File: src/rtl/isaPkg.sv
`default_nettype none

package isaPkg;

    // Instruction field widths
    localparam int OpcodeWidth = 6;
    localparam int FunctWidth  = 6;

    // Opcodes handled by the control unit
    // Every other value is treated as unknown and returns to fetch
    typedef enum logic [OpcodeWidth-1:0] {
        RType   = 6'h00,  // ALU op selected by funct
        Addi    = 6'h08,
        ResetOp = 6'h3f   // Halts the machine
    } opcodeT;

    // R-type funct field
    typedef enum logic [FunctWidth-1:0] {
        FnAdd = 6'h20,
        FnSub = 6'h22,
        FnAnd = 6'h24
    } functT;

endpackage

`default_nettype wire

File: src/rtl/ctrlPkg.sv
`default_nettype none

package ctrlPkg;

    // Sequencer phases
    typedef enum logic [3:0] {
        FetchWait,   // Memory read in flight
        FetchLatch,  // PC and IR load
        RegRead,
        Decode,
        ExecAlu,
        ExecWrite,
        ExecDone,
        ResetHold,
        Halted
    } phaseT;

    // Operation captured at decode
    typedef enum logic [2:0] {
        OpNone,
        OpAdd,
        OpAnd,
        OpSub,
        OpAddi
    } opT;

    typedef enum logic [2:0] {
        AluNop = 3'd0,
        AluAdd = 3'd1,
        AluSub = 3'd2,
        AluAnd = 3'd3
    } aluOpT;

    // ALU operand A mux
    typedef enum logic [1:0] {
        SrcAPc  = 2'd0,
        SrcAReg = 2'd1
    } srcAT;

    // ALU operand B mux
    typedef enum logic [1:0] {
        SrcBReg  = 2'd0,
        SrcBFour = 2'd1,  // PC increment
        SrcBImm  = 2'd2
    } srcBT;

    // Register file write address
    typedef enum logic [1:0] {
        DstRt = 2'd0,
        DstRd = 2'd1
    } regDstT;

    function automatic aluOpT aluOpOf(opT op);
        case (op)
            OpAdd, OpAddi: return AluAdd;
            OpSub:         return AluSub;
            OpAnd:         return AluAnd;
            default:       return AluNop;
        endcase
    endfunction

endpackage

`default_nettype wire

File: src/rtl/instrDecoder.sv
`timescale 1ns/1ps
`default_nettype none

module instrDecoder (
    input  logic           clk,
    input  logic           reset,
    input  isaPkg::opcodeT opcode,
    input  isaPkg::functT  funct,
    input  ctrlPkg::phaseT phase,
    output ctrlPkg::opT    op,
    output logic           halt
);

    ctrlPkg::opT nextOp;
    ctrlPkg::opT opReg;

    // Opcode and funct to operation
    always_comb begin
        nextOp = ctrlPkg::OpNone;
        case (opcode)
            isaPkg::RType: begin
                case (funct)
                    isaPkg::FnAdd: nextOp = ctrlPkg::OpAdd;
                    isaPkg::FnAnd: nextOp = ctrlPkg::OpAnd;
                    isaPkg::FnSub: nextOp = ctrlPkg::OpSub;
                    default:       nextOp = ctrlPkg::OpNone;  // Unknown funct
                endcase
            end
            isaPkg::Addi: nextOp = ctrlPkg::OpAddi;
            default:      nextOp = ctrlPkg::OpNone;
        endcase
    end

    assign halt = (opcode == isaPkg::ResetOp);

    // Held through execute
    always_ff @(posedge clk) begin
        if (reset) begin
            opReg <= ctrlPkg::OpNone;
        end else if (phase == ctrlPkg::Decode) begin
            opReg <= nextOp;
        end
    end

    // Sequencer branches on the live value during Decode
    assign op = (phase == ctrlPkg::Decode) ? nextOp : opReg;

    // Operation seen by the sequencer only moves in Decode
    assert property (@(posedge clk) disable iff (reset)
        !$past(reset) && phase != ctrlPkg::Decode |-> $stable(op))
    else $error("instrDecoder: op changed outside Decode");

endmodule

`default_nettype wire

File: src/rtl/phaseSequencer.sv
`timescale 1ns/1ps
`default_nettype none

module phaseSequencer #(
    parameter int MemWaitCycles = 3
) (
    input  logic           clk,
    input  logic           reset,
    input  ctrlPkg::opT    op,
    input  logic           halt,
    output ctrlPkg::phaseT phase,
    output logic           resetOut
);

    localparam int CntWidth = (MemWaitCycles > 1) ? $clog2(MemWaitCycles) : 1;
    localparam logic [CntWidth-1:0] LastWait = CntWidth'(MemWaitCycles - 1);

    ctrlPkg::phaseT      nextPhase;
    logic [CntWidth-1:0] waitCnt;

    always_comb begin
        nextPhase = phase;
        case (phase)
            ctrlPkg::FetchWait: begin
                if (waitCnt == LastWait) begin
                    nextPhase = ctrlPkg::FetchLatch;
                end
            end
            ctrlPkg::FetchLatch: nextPhase = ctrlPkg::RegRead;
            ctrlPkg::RegRead:    nextPhase = ctrlPkg::Decode;
            ctrlPkg::Decode: begin
                if (halt) begin
                    nextPhase = ctrlPkg::Halted;
                end else if (op != ctrlPkg::OpNone) begin
                    nextPhase = ctrlPkg::ExecAlu;
                end else begin
                    nextPhase = ctrlPkg::FetchWait;  // Unknown code returns without a write
                end
            end
            ctrlPkg::ExecAlu:   nextPhase = ctrlPkg::ExecWrite;
            ctrlPkg::ExecWrite: nextPhase = ctrlPkg::ExecDone;
            ctrlPkg::ExecDone:  nextPhase = ctrlPkg::FetchWait;
            ctrlPkg::ResetHold: nextPhase = ctrlPkg::ResetHold;  // Left only through reset
            ctrlPkg::Halted:    nextPhase = ctrlPkg::Halted;
            default:            nextPhase = ctrlPkg::FetchWait;
        endcase
    end

    always_ff @(posedge clk) begin
        if (reset) begin
            waitCnt <= '0;
            // First reset cycle holds and the second releases into fetch
            if (phase == ctrlPkg::ResetHold) begin
                phase    <= ctrlPkg::FetchWait;
                resetOut <= 1'b0;
            end else begin
                phase    <= ctrlPkg::ResetHold;
                resetOut <= 1'b1;
            end
        end else begin
            phase    <= nextPhase;
            resetOut <= (nextPhase == ctrlPkg::ResetHold) || (nextPhase == ctrlPkg::Halted);
            if (phase == ctrlPkg::FetchWait && waitCnt != LastWait) begin
                waitCnt <= waitCnt + 1'b1;
            end else begin
                waitCnt <= '0;
            end
        end
    end

    assert property (@(posedge clk) disable iff (reset) waitCnt <= LastWait)
    else $error("phaseSequencer: wait counter out of range");

    assert property (@(posedge clk) disable iff (reset)
        resetOut |-> phase inside {ctrlPkg::ResetHold, ctrlPkg::Halted})
    else $error("phaseSequencer: resetOut high outside ResetHold/Halted");

endmodule

`default_nettype wire

File: src/rtl/controlEncoder.sv
`timescale 1ns/1ps
`default_nettype none

module controlEncoder (
    input  logic             clk,
    input  logic             reset,
    input  ctrlPkg::phaseT   phase,
    input  ctrlPkg::opT      op,
    output logic             pcWrite,
    output logic             irWrite,
    output logic             regWrite,
    output logic             abWrite,
    output logic             aluOutWrite,
    output ctrlPkg::aluOpT   aluCtrl,
    output ctrlPkg::srcAT    srcA,
    output ctrlPkg::srcBT    srcB,
    output ctrlPkg::regDstT  regDst
);

    logic            nextPcWrite;
    logic            nextIrWrite;
    logic            nextRegWrite;
    logic            nextAbWrite;
    logic            nextAluOutWrite;
    ctrlPkg::aluOpT  nextAluCtrl;
    ctrlPkg::srcAT   nextSrcA;
    ctrlPkg::srcBT   nextSrcB;
    ctrlPkg::regDstT nextRegDst;
    logic            isAddi;

    assign isAddi = (op == ctrlPkg::OpAddi);

    always_comb begin
        nextPcWrite     = 1'b0;
        nextIrWrite     = 1'b0;
        nextRegWrite    = 1'b0;
        nextAbWrite     = 1'b0;
        nextAluOutWrite = 1'b0;
        nextAluCtrl     = ctrlPkg::AluNop;
        nextSrcA        = ctrlPkg::SrcAPc;
        nextSrcB        = ctrlPkg::SrcBReg;
        nextRegDst      = ctrlPkg::DstRt;
        case (phase)
            ctrlPkg::FetchWait, ctrlPkg::FetchLatch: begin
                nextAluCtrl = ctrlPkg::AluAdd;  // PC + 4
                nextSrcB    = ctrlPkg::SrcBFour;
                if (phase == ctrlPkg::FetchLatch) begin
                    nextPcWrite     = 1'b1;
                    nextIrWrite     = 1'b1;
                    nextAluOutWrite = 1'b1;
                end
            end
            ctrlPkg::RegRead: nextAbWrite = 1'b1;
            ctrlPkg::ExecAlu, ctrlPkg::ExecWrite, ctrlPkg::ExecDone: begin
                nextAluCtrl = ctrlPkg::aluOpOf(op);
                nextSrcA    = ctrlPkg::SrcAReg;
                nextSrcB    = isAddi ? ctrlPkg::SrcBImm : ctrlPkg::SrcBReg;
                nextRegWrite = (phase == ctrlPkg::ExecWrite);
                // ADDI keeps the result register loaded through execute
                nextAluOutWrite = isAddi || (phase == ctrlPkg::ExecAlu);
                if (!isAddi && phase != ctrlPkg::ExecAlu) begin
                    nextRegDst = ctrlPkg::DstRd;  // R-type writes rd
                end
            end
            default: ;  // Decode, ResetHold, Halted
        endcase
    end

    always_ff @(posedge clk) begin
        if (reset) begin
            pcWrite     <= 1'b0;
            irWrite     <= 1'b0;
            regWrite    <= 1'b0;
            abWrite     <= 1'b0;
            aluOutWrite <= 1'b0;
            aluCtrl     <= ctrlPkg::AluNop;
            srcA        <= ctrlPkg::SrcAPc;
            srcB        <= ctrlPkg::SrcBReg;
            regDst      <= ctrlPkg::DstRt;
        end else begin
            pcWrite     <= nextPcWrite;
            irWrite     <= nextIrWrite;
            regWrite    <= nextRegWrite;
            abWrite     <= nextAbWrite;
            aluOutWrite <= nextAluOutWrite;
            aluCtrl     <= nextAluCtrl;
            srcA        <= nextSrcA;
            srcB        <= nextSrcB;
            regDst      <= nextRegDst;
        end
    end

    assert property (@(posedge clk) disable iff (reset) pcWrite |-> irWrite)
    else $error("controlEncoder: pcWrite without irWrite");

    assert property (@(posedge clk) disable iff (reset) !(regWrite && pcWrite))
    else $error("controlEncoder: regWrite and pcWrite together");

endmodule

`default_nettype wire

File: src/rtl/ctrlUnit.sv
`timescale 1ns/1ps
`default_nettype none

module ctrlUnit #(
    parameter int MemWaitCycles = 3
) (
    input  logic             clk,
    input  logic             reset,
    input  isaPkg::opcodeT   opcode,
    input  isaPkg::functT    funct,
    output logic             pcWrite,
    output logic             irWrite,
    output logic             regWrite,
    output logic             abWrite,
    output logic             aluOutWrite,
    output ctrlPkg::aluOpT   aluCtrl,
    output ctrlPkg::srcAT    srcA,
    output ctrlPkg::srcBT    srcB,
    output ctrlPkg::regDstT  regDst,
    output logic             resetOut
);

    ctrlPkg::phaseT phase;
    ctrlPkg::opT    op;
    logic           halt;

    instrDecoder decoder (
        .clk    (clk),
        .reset  (reset),
        .opcode (opcode),
        .funct  (funct),
        .phase  (phase),
        .op     (op),
        .halt   (halt)
    );

    phaseSequencer #(
        .MemWaitCycles (MemWaitCycles)
    ) sequencer (
        .clk      (clk),
        .reset    (reset),
        .op       (op),
        .halt     (halt),
        .phase    (phase),
        .resetOut (resetOut)
    );

    // Control word lags phase by one cycle
    controlEncoder encoder (
        .clk         (clk),
        .reset       (reset),
        .phase       (phase),
        .op          (op),
        .pcWrite     (pcWrite),
        .irWrite     (irWrite),
        .regWrite    (regWrite),
        .abWrite     (abWrite),
        .aluOutWrite (aluOutWrite),
        .aluCtrl     (aluCtrl),
        .srcA        (srcA),
        .srcB        (srcB),
        .regDst      (regDst)
    );

endmodule

`default_nettype wire

File: config.mk
export PLATFORM = sky130hd
export DESIGN_NAME = ctrlUnit
export DESIGN_NICKNAME = d
export VERILOG_FILES = /design/src/rtl/isaPkg.sv /design/src/rtl/ctrlPkg.sv /design/src/rtl/instrDecoder.sv /design/src/rtl/phaseSequencer.sv /design/src/rtl/controlEncoder.sv /design/src/rtl/ctrlUnit.sv
export SDC_FILE = /design/constraint.sdc
export NUM_CORES = 1
export LEC_CHECK = 0
export BUFFER_PORTS_ARGS = -buffer_cell sky130_fd_sc_hd__buf_2
export CAP_MARGIN = 30
export CORE_MARGIN = 2
export CORE_UTILIZATION = 53
export CTS_CLUSTER_DIAMETER = 150
export CTS_CLUSTER_SIZE = 40
export DETAILED_ROUTE_END_ITERATION = 12
export GPL_ROUTABILITY_DRIVEN = 0
export GPL_TIMING_DRIVEN = 0
export PLACE_DENSITY = 0.81
export SLEW_MARGIN = 20
export SYNTH_ARGS = -nofsm -noshare
export SYNTH_HDL_FRONTEND = slang
export SYNTH_SLANG_ARGS = --single-unit
File: constraint.sdc
create_clock -name clk -period 2.1 [get_ports clk]
set_input_delay 0.315 -clock clk [delete_from_list [all_inputs] [get_ports clk]]
set_output_delay 0.315 -clock clk [all_outputs]
set_load 0.02 [all_outputs]
## Yosys cells after proc, flatten, opt, wreduce, memory -nomap -nowiden

Cells that the tools add are included.

- Input bits: 14
- Output and inout port bits: 15
- Register bits: 23
- Word-level logic and storage cells: 72

- Multiplexer cells: 20
- Bitwise gates (word level): 3
- Reduce and logical (&&, ||, !) cells: 14
- Eq/ne operators: 22
- Add/sub/neg operators: 1

Operators by type and width:

| cell | number |
|---|---|
| one-hot mux 4 bit (8 select lines) | 1 |
| equality test 6 bit, second input constant | 4 |
| equality test 4 x 3 -> 1 bit, second input constant | 5 |
| two-way mux 4 bit | 3 |
| one-hot mux 2 bit (3 select lines) | 2 |
| one-hot mux 3 bit (2 select lines) | 2 |
| OR reduction 2 bit | 5 |
| two-way mux 3 bit | 3 |
| equality test 4 x 2 -> 1 bit, second input constant | 2 |
| equality test 4 bit, second input constant | 2 |
| equality test 3 x 2 -> 1 bit, second input constant | 2 |
| equality test 6 x 4 -> 1 bit, second input constant | 1 |
| logical NOT 6 bit | 1 |
| two-way mux 1 bit | 6 |
| equality test 4 x 1 -> 1 bit, second input constant | 1 |
| logical NOT 4 bit | 1 |
| != test 4 x 3 -> 1 bit, second input constant | 1 |
| one-hot mux 2 bit (2 select lines) | 1 |
| equality test 3 x 1 -> 1 bit, second input constant | 1 |
| equality test 3 bit, second input constant | 1 |
| NOT 1 bit | 3 |
| nonzero test 3 bit | 1 |
| OR reduction 3 bit | 1 |
| adder 2 x 1 -> 2 bit, second input constant | 1 |
| other kinds (7) | 9 |

## Depth between registers and ports, before layout

Gate-level depths: netlist of the first run.

- Depth in word-level cells: 11
- Gate-level depth with buffers: 6
- Mapped depth without buffers: 5

## Hierarchy

A second synthesis of the first run with hierarchy kept.

- Cells, all modules: 112
- Area, all modules: 1034.7 um2

By module, submodules not included:

| module | cells an instance | instances | area each (um2) |
|---|---|---|---|
| phaseSequencer | 50 | 1 | 402.9 |
| controlEncoder | 37 | 1 | 379.1 |
| instrDecoder | 25 | 1 | 252.7 |

## Worst setup path before layout of the first run

Ideal clock, no wire load.

- Kind: reg2reg
- Start: register sequencer.phase[0]
- End: register encoder.aluOutWrite
- Slack: 0.746 ns
- Stages on the path, launching flop included: 6
- Arrival time: 1.251 ns
- Setup time: 0.103 ns
- Required time: 1.997 ns
- Cell sequence: dfxtp_1 > buf_6 > nor2b_4 > a2111oi_4 > a21oi_2 > a2111oi_2

- Cells in the longest elaborated chain, start to end: 5

Ends and longest elaborated chain:

| item | RTL line | source |
|---|---|---|
| start, declared | phaseSequencer.sv:11 | `output ctrlPkg::phaseT phase,` |
| start signal, assigned | phaseSequencer.sv:54 | `phase <= ctrlPkg::FetchWait;` |
| start signal, assigned | phaseSequencer.sv:57 | `phase <= ctrlPkg::ResetHold;` |
| start signal, assigned | phaseSequencer.sv:61 | `phase <= nextPhase;` |
| equality test 4 x 2 -> 1 bit | instrDecoder.sv:46 | `assign op = (phase == ctrlPkg::Decode) ? nextOp : opReg;` |
| two-way mux 3 bit | instrDecoder.sv:46 |  |
| equality test 3 bit | controlEncoder.sv:31 | `assign isAddi = (op == ctrlPkg::OpAddi);` |
| logical OR 1 bit | controlEncoder.sv:60 | `nextAluOutWrite = isAddi \|\| (phase == ctrlPkg::ExecAlu);` |
| one-hot mux 1 bit (2 select lines) (*) | controlEncoder.sv:43 | `case (phase)` |
| end signal, assigned | controlEncoder.sv:85 | `aluOutWrite <= nextAluOutWrite;` |
| end, declared | controlEncoder.sv:13 | `output logic aluOutWrite,` |

Mark *: on every way between the ends. The rest lies on a longest branch, timed or not.
A chain may end at the register's enable or synchronous reset.

## Worst setup path after layout of the first run

- Start: register sequencer.phase[1]
- End: register encoder.aluOutWrite

Same word-level chain as after synthesis.

==> reports/results.txt, run 1 <==
Hold Path Class -> input port to register
Async SR Flop Fraction -> 0%
Post-Route WL -> 1910 um
Mapped Area -> 991 sq um
Total Routing Usage GR -> 20.0%
# nets final -> 158
Unrepaired setup endpoints after global routing -> false
Area of the multi-input gates -> 500 sq um
Root Buffer -> clkbuf_4
Slowest cell delay on critical path -> 350 ps
First-pass GRT wire length -> 3170 um
Status -> completed
Total Die Area -> 2230 sq um
CORE AREA -> 1750 sq um
Maxcap violations -> 0
Vias in the first global route -> 743
N_diodes -> 0
Post-layout min period -> 1540 ps
CTS tree -> built
CP max-delay cell -> a2111oi_2
Final core occ -> 68.9%
Worst Clk Skew -> 1.57 ps
Largest net degree at the start of global routing -> 13
Worst Setup Path Type -> register to register
Vias -> 905
Initial Util -> 56.8%
Setup TNS -> 0 ps
CTS buffer count -> 3
Area grow syn2layout -> 21.3%
CP cell instances -> buf_2, nor4bb_1, nand4_1, a2111oi_2
Pwr/cell area -> 1180 nW/um^2
DR WL met2 -> 909 um
Placement Rows -> 15
Register area share after synthesis -> 40.4%
Slew Limit Fails -> 0
Endpoint class of the critical path -> register
Arrival time worst endpoint -> 1740 ps
Post-DP HPWL -> 1440 um
VDD IR max -> 0.692 mV
Fin. Hold Viols -> 0
Commonest non-fill, non-tap cells in the layout -> buf_2 (27), dfxtp_1 (20), nand2_1 (9), nor2_1 (9), a21oi_1 (7)
Global route overflow -> 0
Initial DRC count -> 20
WHS -> 311 ps
Layout cells sized above 1 -> 29.6%
CTS sink count -> 20
I/O pins -> 29
Buffers on Ports -> 24
Commonest non-fill, non-tap cell in the layout -> buf_2
DIE WIDTH -> 47.2 um
Number of vias per cell -> 5.42
Clk slew on worst S/H paths -> 110 ps
Fill count -> 145
Wire length per cell -> 11.4 um
DR top layer -> met4
# hold bufs at CTS -> 0
Initial antenna violation count -> 0
Critical Path Source Type -> register
Post-Syn Instances -> 112
Fmax -> 649 MHz
Unique masters post-synth -> 41
Syn avg cell area -> 8.85 sq um
Static Leak -> 0.531 nW
Die Y -> 47.2 um
DRC violations left -> 0
Largest delay share family, worst path -> simple AND/OR/NAND/NOR gates
Setup Viol. Count Final -> 0
Number of synthesized register bits -> 20
Routed Antenna Nets -> 0
M1 wire length -> 851 um
CP Data Required Time -> 2300 ps
Critical Path Fanout Max -> 10
Sequential Area -> 400 sq um
WL met3 -> 115 um
Final worst path period share -> 73.4%
First-pass DRT Iterations -> 6
H-tree depth -> 1
Ys Warns -> 0
Latest clock arrival within the worst-skew pair -> 300 ps
Post-synth EDFFs -> 0
Bufs and invs on worst path -> 1
CTS resizes -> 0
Post-CTS setup buffer count -> 0
Main flop type after synthesis -> dfxtp_1
Clock tree buffer depth -> 2
==> stage by stage <==
step | std cells | instance area, sq um | power, mW | setup slack (ps)
2_1_floorplan | 114 | 998 | 0.969 | 746
3_3_place_gp | 163 | 1150 | 1.09 | 605
3_5_place_dp | 163 | 1150 | 1.11 | 567
4_1_cts | 167 | 1200 | 1.42 | 570
5_1_grt | 167 | 1200 | 1.51 | 424
6_report | 167 | 1200 | 1.42 | 559
==> sequential cells by signal (all words and copies together), names as in the netlist <==
register / cells
encoder.irWrite: 1
sequencer.waitCnt: 2
encoder.regDst: 1
decoder.opReg: 3
encoder.aluOutWrite: 1
sequencer.phase: 4
encoder.abWrite: 1
sequencer.resetOut: 1
encoder.srcB: 2
encoder.aluCtrl: 2
encoder.regWrite: 1
encoder.srcA: 1
==> cells by family after synthesis <==
| logic type | Yosys count | share of synthesized area [%] |
|---|---|---|
| mux | 1 | 1.01 |
| fa+ha+maj | 1 | 1.26 |
| buf+inv | 17 | 9.85 |
| other cells | 1 | 0.378 |
| flops | 20 | 40.4 |
| xor+xnor | 4 | 3.54 |
| simple gates | 43 | 24.5 |
| compound gates | 25 | 19.1 |
==> tightest hold or removal path: stages <==
cell and delay (ps):
buf_2 90, inv_1 50, nand2_1 50, o41ai_1 60
==> area by class of cell <==
| class | instances | share of cell area (%) |
|---|---|---|
| inverter | 6 | 1.87 |
| multi-input combinational | 77 | 41.6 |
| sequential | 20 | 33.3 |
| tap | 25 | 2.60 |
| buffer | 11 | 6.24 |
| clock buffer | 3 | 1.87 |
| timing repair buffer | 24 | 9.99 |
| clock inverter | 1 | 2.50 |
==> power by group <==
group | leakage [nW] | switching, mW | internal (mW) | total [mW]
Sequential | 0.163 | 0.0238 | 0.453 | 0.477
Clock | 0.0279 | 0.114 | 0.193 | 0.307
Combinational | 0.339 | 0.384 | 0.251 | 0.635
==> worst paths after layout <==
kind / start / end / slack (ps) / cells after the start
setup / recovery: sequencer.phase[1]$_DFF_P_ / encoder.aluOutWrite$_SDFF_PP0_ / 560 / 4
hold / removal: opcode[2] / sequencer.phase[2]$_DFF_P_ / 310 / 4
setup reg to reg: sequencer.phase[1]$_DFF_P_ / encoder.aluOutWrite$_SDFF_PP0_ / 560 / 4
hold reg to reg: sequencer.waitCnt[0]$_SDFF_PP0_ / sequencer.waitCnt[0]$_SDFF_PP0_ / 430 / 1
==> Yosys cell counts (all sizes together) (3+ instances only) <==
master,n,share of area (%)
a21oi,8,4.4
nor2,9,3.4
nor4,4,3.2
o21ai,5,2.5
nand4,3,1.9
inv,6,2.3
nand2,9,3.4
nor3,4,2.0
dfxtp,20,40
and2,3,1.9
buf,10,7.2
==> per-layer routing <==
layer,up-vias,track usage [%]
li1,457,-
met1,402,25.0
met2,42,33.5
met3,4,3.46
met4,0,8.33
met5,-,0
Power figures use the tool's default switching activity.
==> inputs of run 2 (changes only) <==
--- a/config.mk
+++ b/config.mk
@@ -5,16 +5,17 @@
 export SDC_FILE = /design/constraint.sdc
 export NUM_CORES = 1
 export LEC_CHECK = 0
+export ABC_AREA = 1
 export BUFFER_PORTS_ARGS = -buffer_cell sky130_fd_sc_hd__buf_2
 export CAP_MARGIN = 30
 export CORE_MARGIN = 2
-export CORE_UTILIZATION = 53
+export CORE_UTILIZATION = 44
 export CTS_CLUSTER_DIAMETER = 150
 export CTS_CLUSTER_SIZE = 40
 export DETAILED_ROUTE_END_ITERATION = 12
 export GPL_ROUTABILITY_DRIVEN = 0
 export GPL_TIMING_DRIVEN = 0
-export PLACE_DENSITY = 0.81
+export PLACE_DENSITY = 0.73
 export SLEW_MARGIN = 20
 export SYNTH_ARGS = -nofsm -noshare
 export SYNTH_HDL_FRONTEND = slang
==> constraint.sdc (replaced) <==
create_clock -name clk -period 1.4 [get_ports clk]
set_input_delay 0.21 -clock clk [delete_from_list [all_inputs] [get_ports clk]]
set_output_delay 0.21 -clock clk [all_outputs]
set_load 0.02 [all_outputs]
==> reports/results.txt, run 2 <==
Buffers on Ports -> 25 (was 24)
Maxcap violations -> 0 (unchanged)
H-tree depth -> 1 (unchanged)
Worst Setup Slack, final -> 57.5 ps (was 559 ps)
Initial Util -> 47.6% (was 56.8%)
First-pass DRT Iterations -> 4 (was 6)
Setup Viol. Count Final -> 0 (unchanged)
Routed Antenna Nets -> 0 (unchanged)
Post-Layout Cell Count -> 193 (was 167)
Post-synth top area share -> 41.6% (was 40.4%)
Final worst path period share -> 95.9% (was 73.4%)
Main flop type after synthesis -> dfxtp_1 (unchanged)
Global route overflow -> 0 (unchanged)
Total Power -> 1.56 mW (was 1.42 mW)
Post-synth EDFFs -> 0 (unchanged)
Vias -> 892 (was 905)
CTS tree -> built (unchanged)
CP Data Required Time -> 1590 ps (was 2300 ps)
Post-Syn Instances -> 133 (was 112)
Critical Path Source Type -> register (unchanged)
Commonest non-fill, non-tap cells in the layout -> nor2_1 (27), buf_2 (25), inv_1 (20) (was buf_2 (27), dfxtp_1 (20), nand2_1 (9), nor2_1 (9), a21oi_1 (7))
# hold bufs at CTS -> 0 (unchanged)
Initial DRC count -> 17 (was 20)
Post-DP HPWL -> 1350 um (was 1440 um)
VDD IR max -> 1.06 mV (was 0.692 mV)
Unrepaired setup endpoints after global routing -> true (was false)
Layout cells sized above 1 -> 36.7% (was 29.6%)
Pwr/cell area -> 1260 nW/um^2 (was 1180 nW/um^2)
Root Buffer -> clkbuf_4 (unchanged)
Latest clock arrival within the worst-skew pair -> 310 ps (was 300 ps)
Placement Rows -> 16 (was 15)
Slew Limit Fails -> 0 (unchanged)
CORE AREA -> 2020 sq um (was 1750 sq um)
Cell count after placement -> 187 (was 163)
Most frequent cell after synthesis -> nor2_1 (was dfxtp_1)
First-pass GRT wire length -> 2780 um (was 3170 um)
Initial antenna violation count -> 0 (unchanged)
Top cells by area, synth -> dfxtp_1 (42%), nor2_1 (11%), inv_1 (8.2%) (was dfxtp_1 (40%), a21oi_1 (3.5%), nand2_1 (3.4%))
Hold Path Class -> input port to register (unchanged)
Worst Clk Skew -> 13.1 ps (was 1.57 ps)
Die Y -> 50.8 um (was 47.2 um)
Total Routing Usage GR -> 14.1% (was 20.0%)
Worst Setup Path Type -> register to register (unchanged)
Largest net degree at the start of global routing -> 13 (unchanged)
Arrival time worst endpoint -> 1530 ps (was 1740 ps)
Post-Route WL -> 1840 um (was 1910 um)
Ys Warns -> 0 (unchanged)
Vias in the first global route -> 724 (was 743)
Clock tree buffer depth -> 2 (unchanged)
DIE WIDTH -> 50.8 um (was 47.2 um)
Fin. Hold Viols -> 0 (unchanged)
Pre-CTS WS -> -18.3 ps (was 567 ps)
Total Die Area -> 2580 sq um (was 2230 sq um)
Post-layout min period -> 1340 ps (was 1540 ps)
Commonest non-fill, non-tap cell in the layout -> nor2_1 (was buf_2)
Area leader, netlist -> dfxtp_1 (unchanged)
Status -> completed (unchanged)
Area grow syn2layout -> 28.9% (was 21.3%)
CTS buffer count -> 3 (unchanged)
# nets final -> 182 (was 158)
Endpoint class of the critical path -> register (unchanged)
Number of synthesized register bits -> 20 (unchanged)
Fmax -> 745 MHz (was 649 MHz)
N_diodes -> 0 (unchanged)
Number of vias per cell -> 4.62 (was 5.42)
Register area share after synthesis -> 41.6% (was 40.4%)
Post-synth top cells -> nor2_1 (28), inv_1 (21), dfxtp_1 (20) (was dfxtp_1 (20), nand2_1 (9), nor2_1 (9))
Mapped Area -> 962 sq um (was 991 sq um)
Static Leak -> 0.644 nW (was 0.531 nW)
Async SR Flop Fraction -> 0% (unchanged)
Max reg flops -> 4 (unchanged)
DRC violations left -> 0 (unchanged)
Area after DPL -> 1130 sq um (was 1150 sq um)
Largest Register -> sequencer.phase (unchanged)
Regs by FF count -> sequencer.phase: 4 flops, decoder.opReg: 3 flops (unchanged)
Finished Cell Area -> 1240 sq um (was 1200 sq um)
Reg2Reg Setup Slack -> 60 ps (was 560 ps)
Unique masters post-synth -> 24 (was 41)
Wire length per cell -> 9.55 um (was 11.4 um)
Syn avg cell area -> 7.23 sq um (was 8.85 sq um)
Critical Path Fanout Max -> 7 (was 10)
CTS sink count -> 20 (unchanged)
Clk slew on worst S/H paths -> 120 ps (was 110 ps)
I/O pins -> 29 (unchanged)
Setup TNS -> 0 ps (unchanged)
==> run 2: layout make-up <==
type,instances,area (sq um)
Fill cell,195,782
Multi-Input combinational cell,86,477
Sequential cell,20,410
Timing Repair Buffer,27,140
Inverter,24,92.6
Buffer,5,33.8
Tap cell,27,33.8
Clock inverter,1,30.0
Clock buffer,3,22.5
==> run 2: worst paths after layout <==
| path | startpoint | endpoint | cells after the start |
|---|---|---|---|
| setup / recovery | sequencer.phase[1]$_DFF_P_ | sequencer.phase[2]$_DFF_P_ | 11 |
| hold / removal | reset | sequencer.phase[2]$_DFF_P_ | 4 |
| setup reg to reg | sequencer.phase[1]$_DFF_P_ | sequencer.phase[2]$_DFF_P_ | 11 |
| hold reg to reg | sequencer.waitCnt[0]$_SDFF_PP0_ | sequencer.waitCnt[0]$_SDFF_PP0_ | 1 |
==> run 2: critical path: stages, from the launching register on <==
cell	delay (ps)
dfxtp_4	380
nand2_4	60
inv_4	80
nand2_8	80
nand2_4	80
inv_2	40
a21oi_4	160
nand3_2	110
nand2_1	80
nand2_1	50
nand2_1	50
nand2_1	40
==> run 2: cells by family (layout without fill, tap and decap cells) <==
| family | count (synthesis) | in the layout | share of synthesized area [%] |
|---|---|---|---|
| AND/OR/NAND/NOR | 68 | 68 | 32.6 |
| buffers and inverters | 29 | 60 | 12.9 |
| flip-flops | 20 | 20 | 41.6 |
| AO/OA/AOI/OAI | 14 | 14 | 11.2 |
| adder cells (fa/ha/maj) | 1 | 1 | 1.30 |
| other | 1 | 3 | 0.390 |
==> run 2: report_power, final <==
part	switching [mW]	internal, mW	leakage, nW	total [mW]
Combinational	0.270	0.148	0.452	0.418
Sequential	0.0319	0.633	0.165	0.665
Clock	0.185	0.290	0.0279	0.474
==> run 2: timing repair <==
item | 4_1_cts | 5_1_grt
buffers inserted | 0 | 2
endpoints found under the setup margin | 1 | 5
pin swaps | 0 | 6
gates resized for setup | 2 | 13
cloned | 0 | 0
hold endpoints to repair | 0 | 0
==> run 2: per-stage QoR <==
step | hold WS, ps | utilization, %
after floorplan | 392 | -
after global placement | 400 | 55.8
after detailed placement | 406 | 55.8
after CTS | 210 | 58.5
after global routing | 248 | 61.3
final | 246 | 61.3
==> run 2: per-layer routing <==
layer  global-route usage [%]  vias up  routed length (um)
li1                         -      468                   -
met1                     15.7      392                 776
met4                     2.70        0                  10
met3                     5.36        2                 123
met2                     25.7       30                 931
met5                        0        -                   0
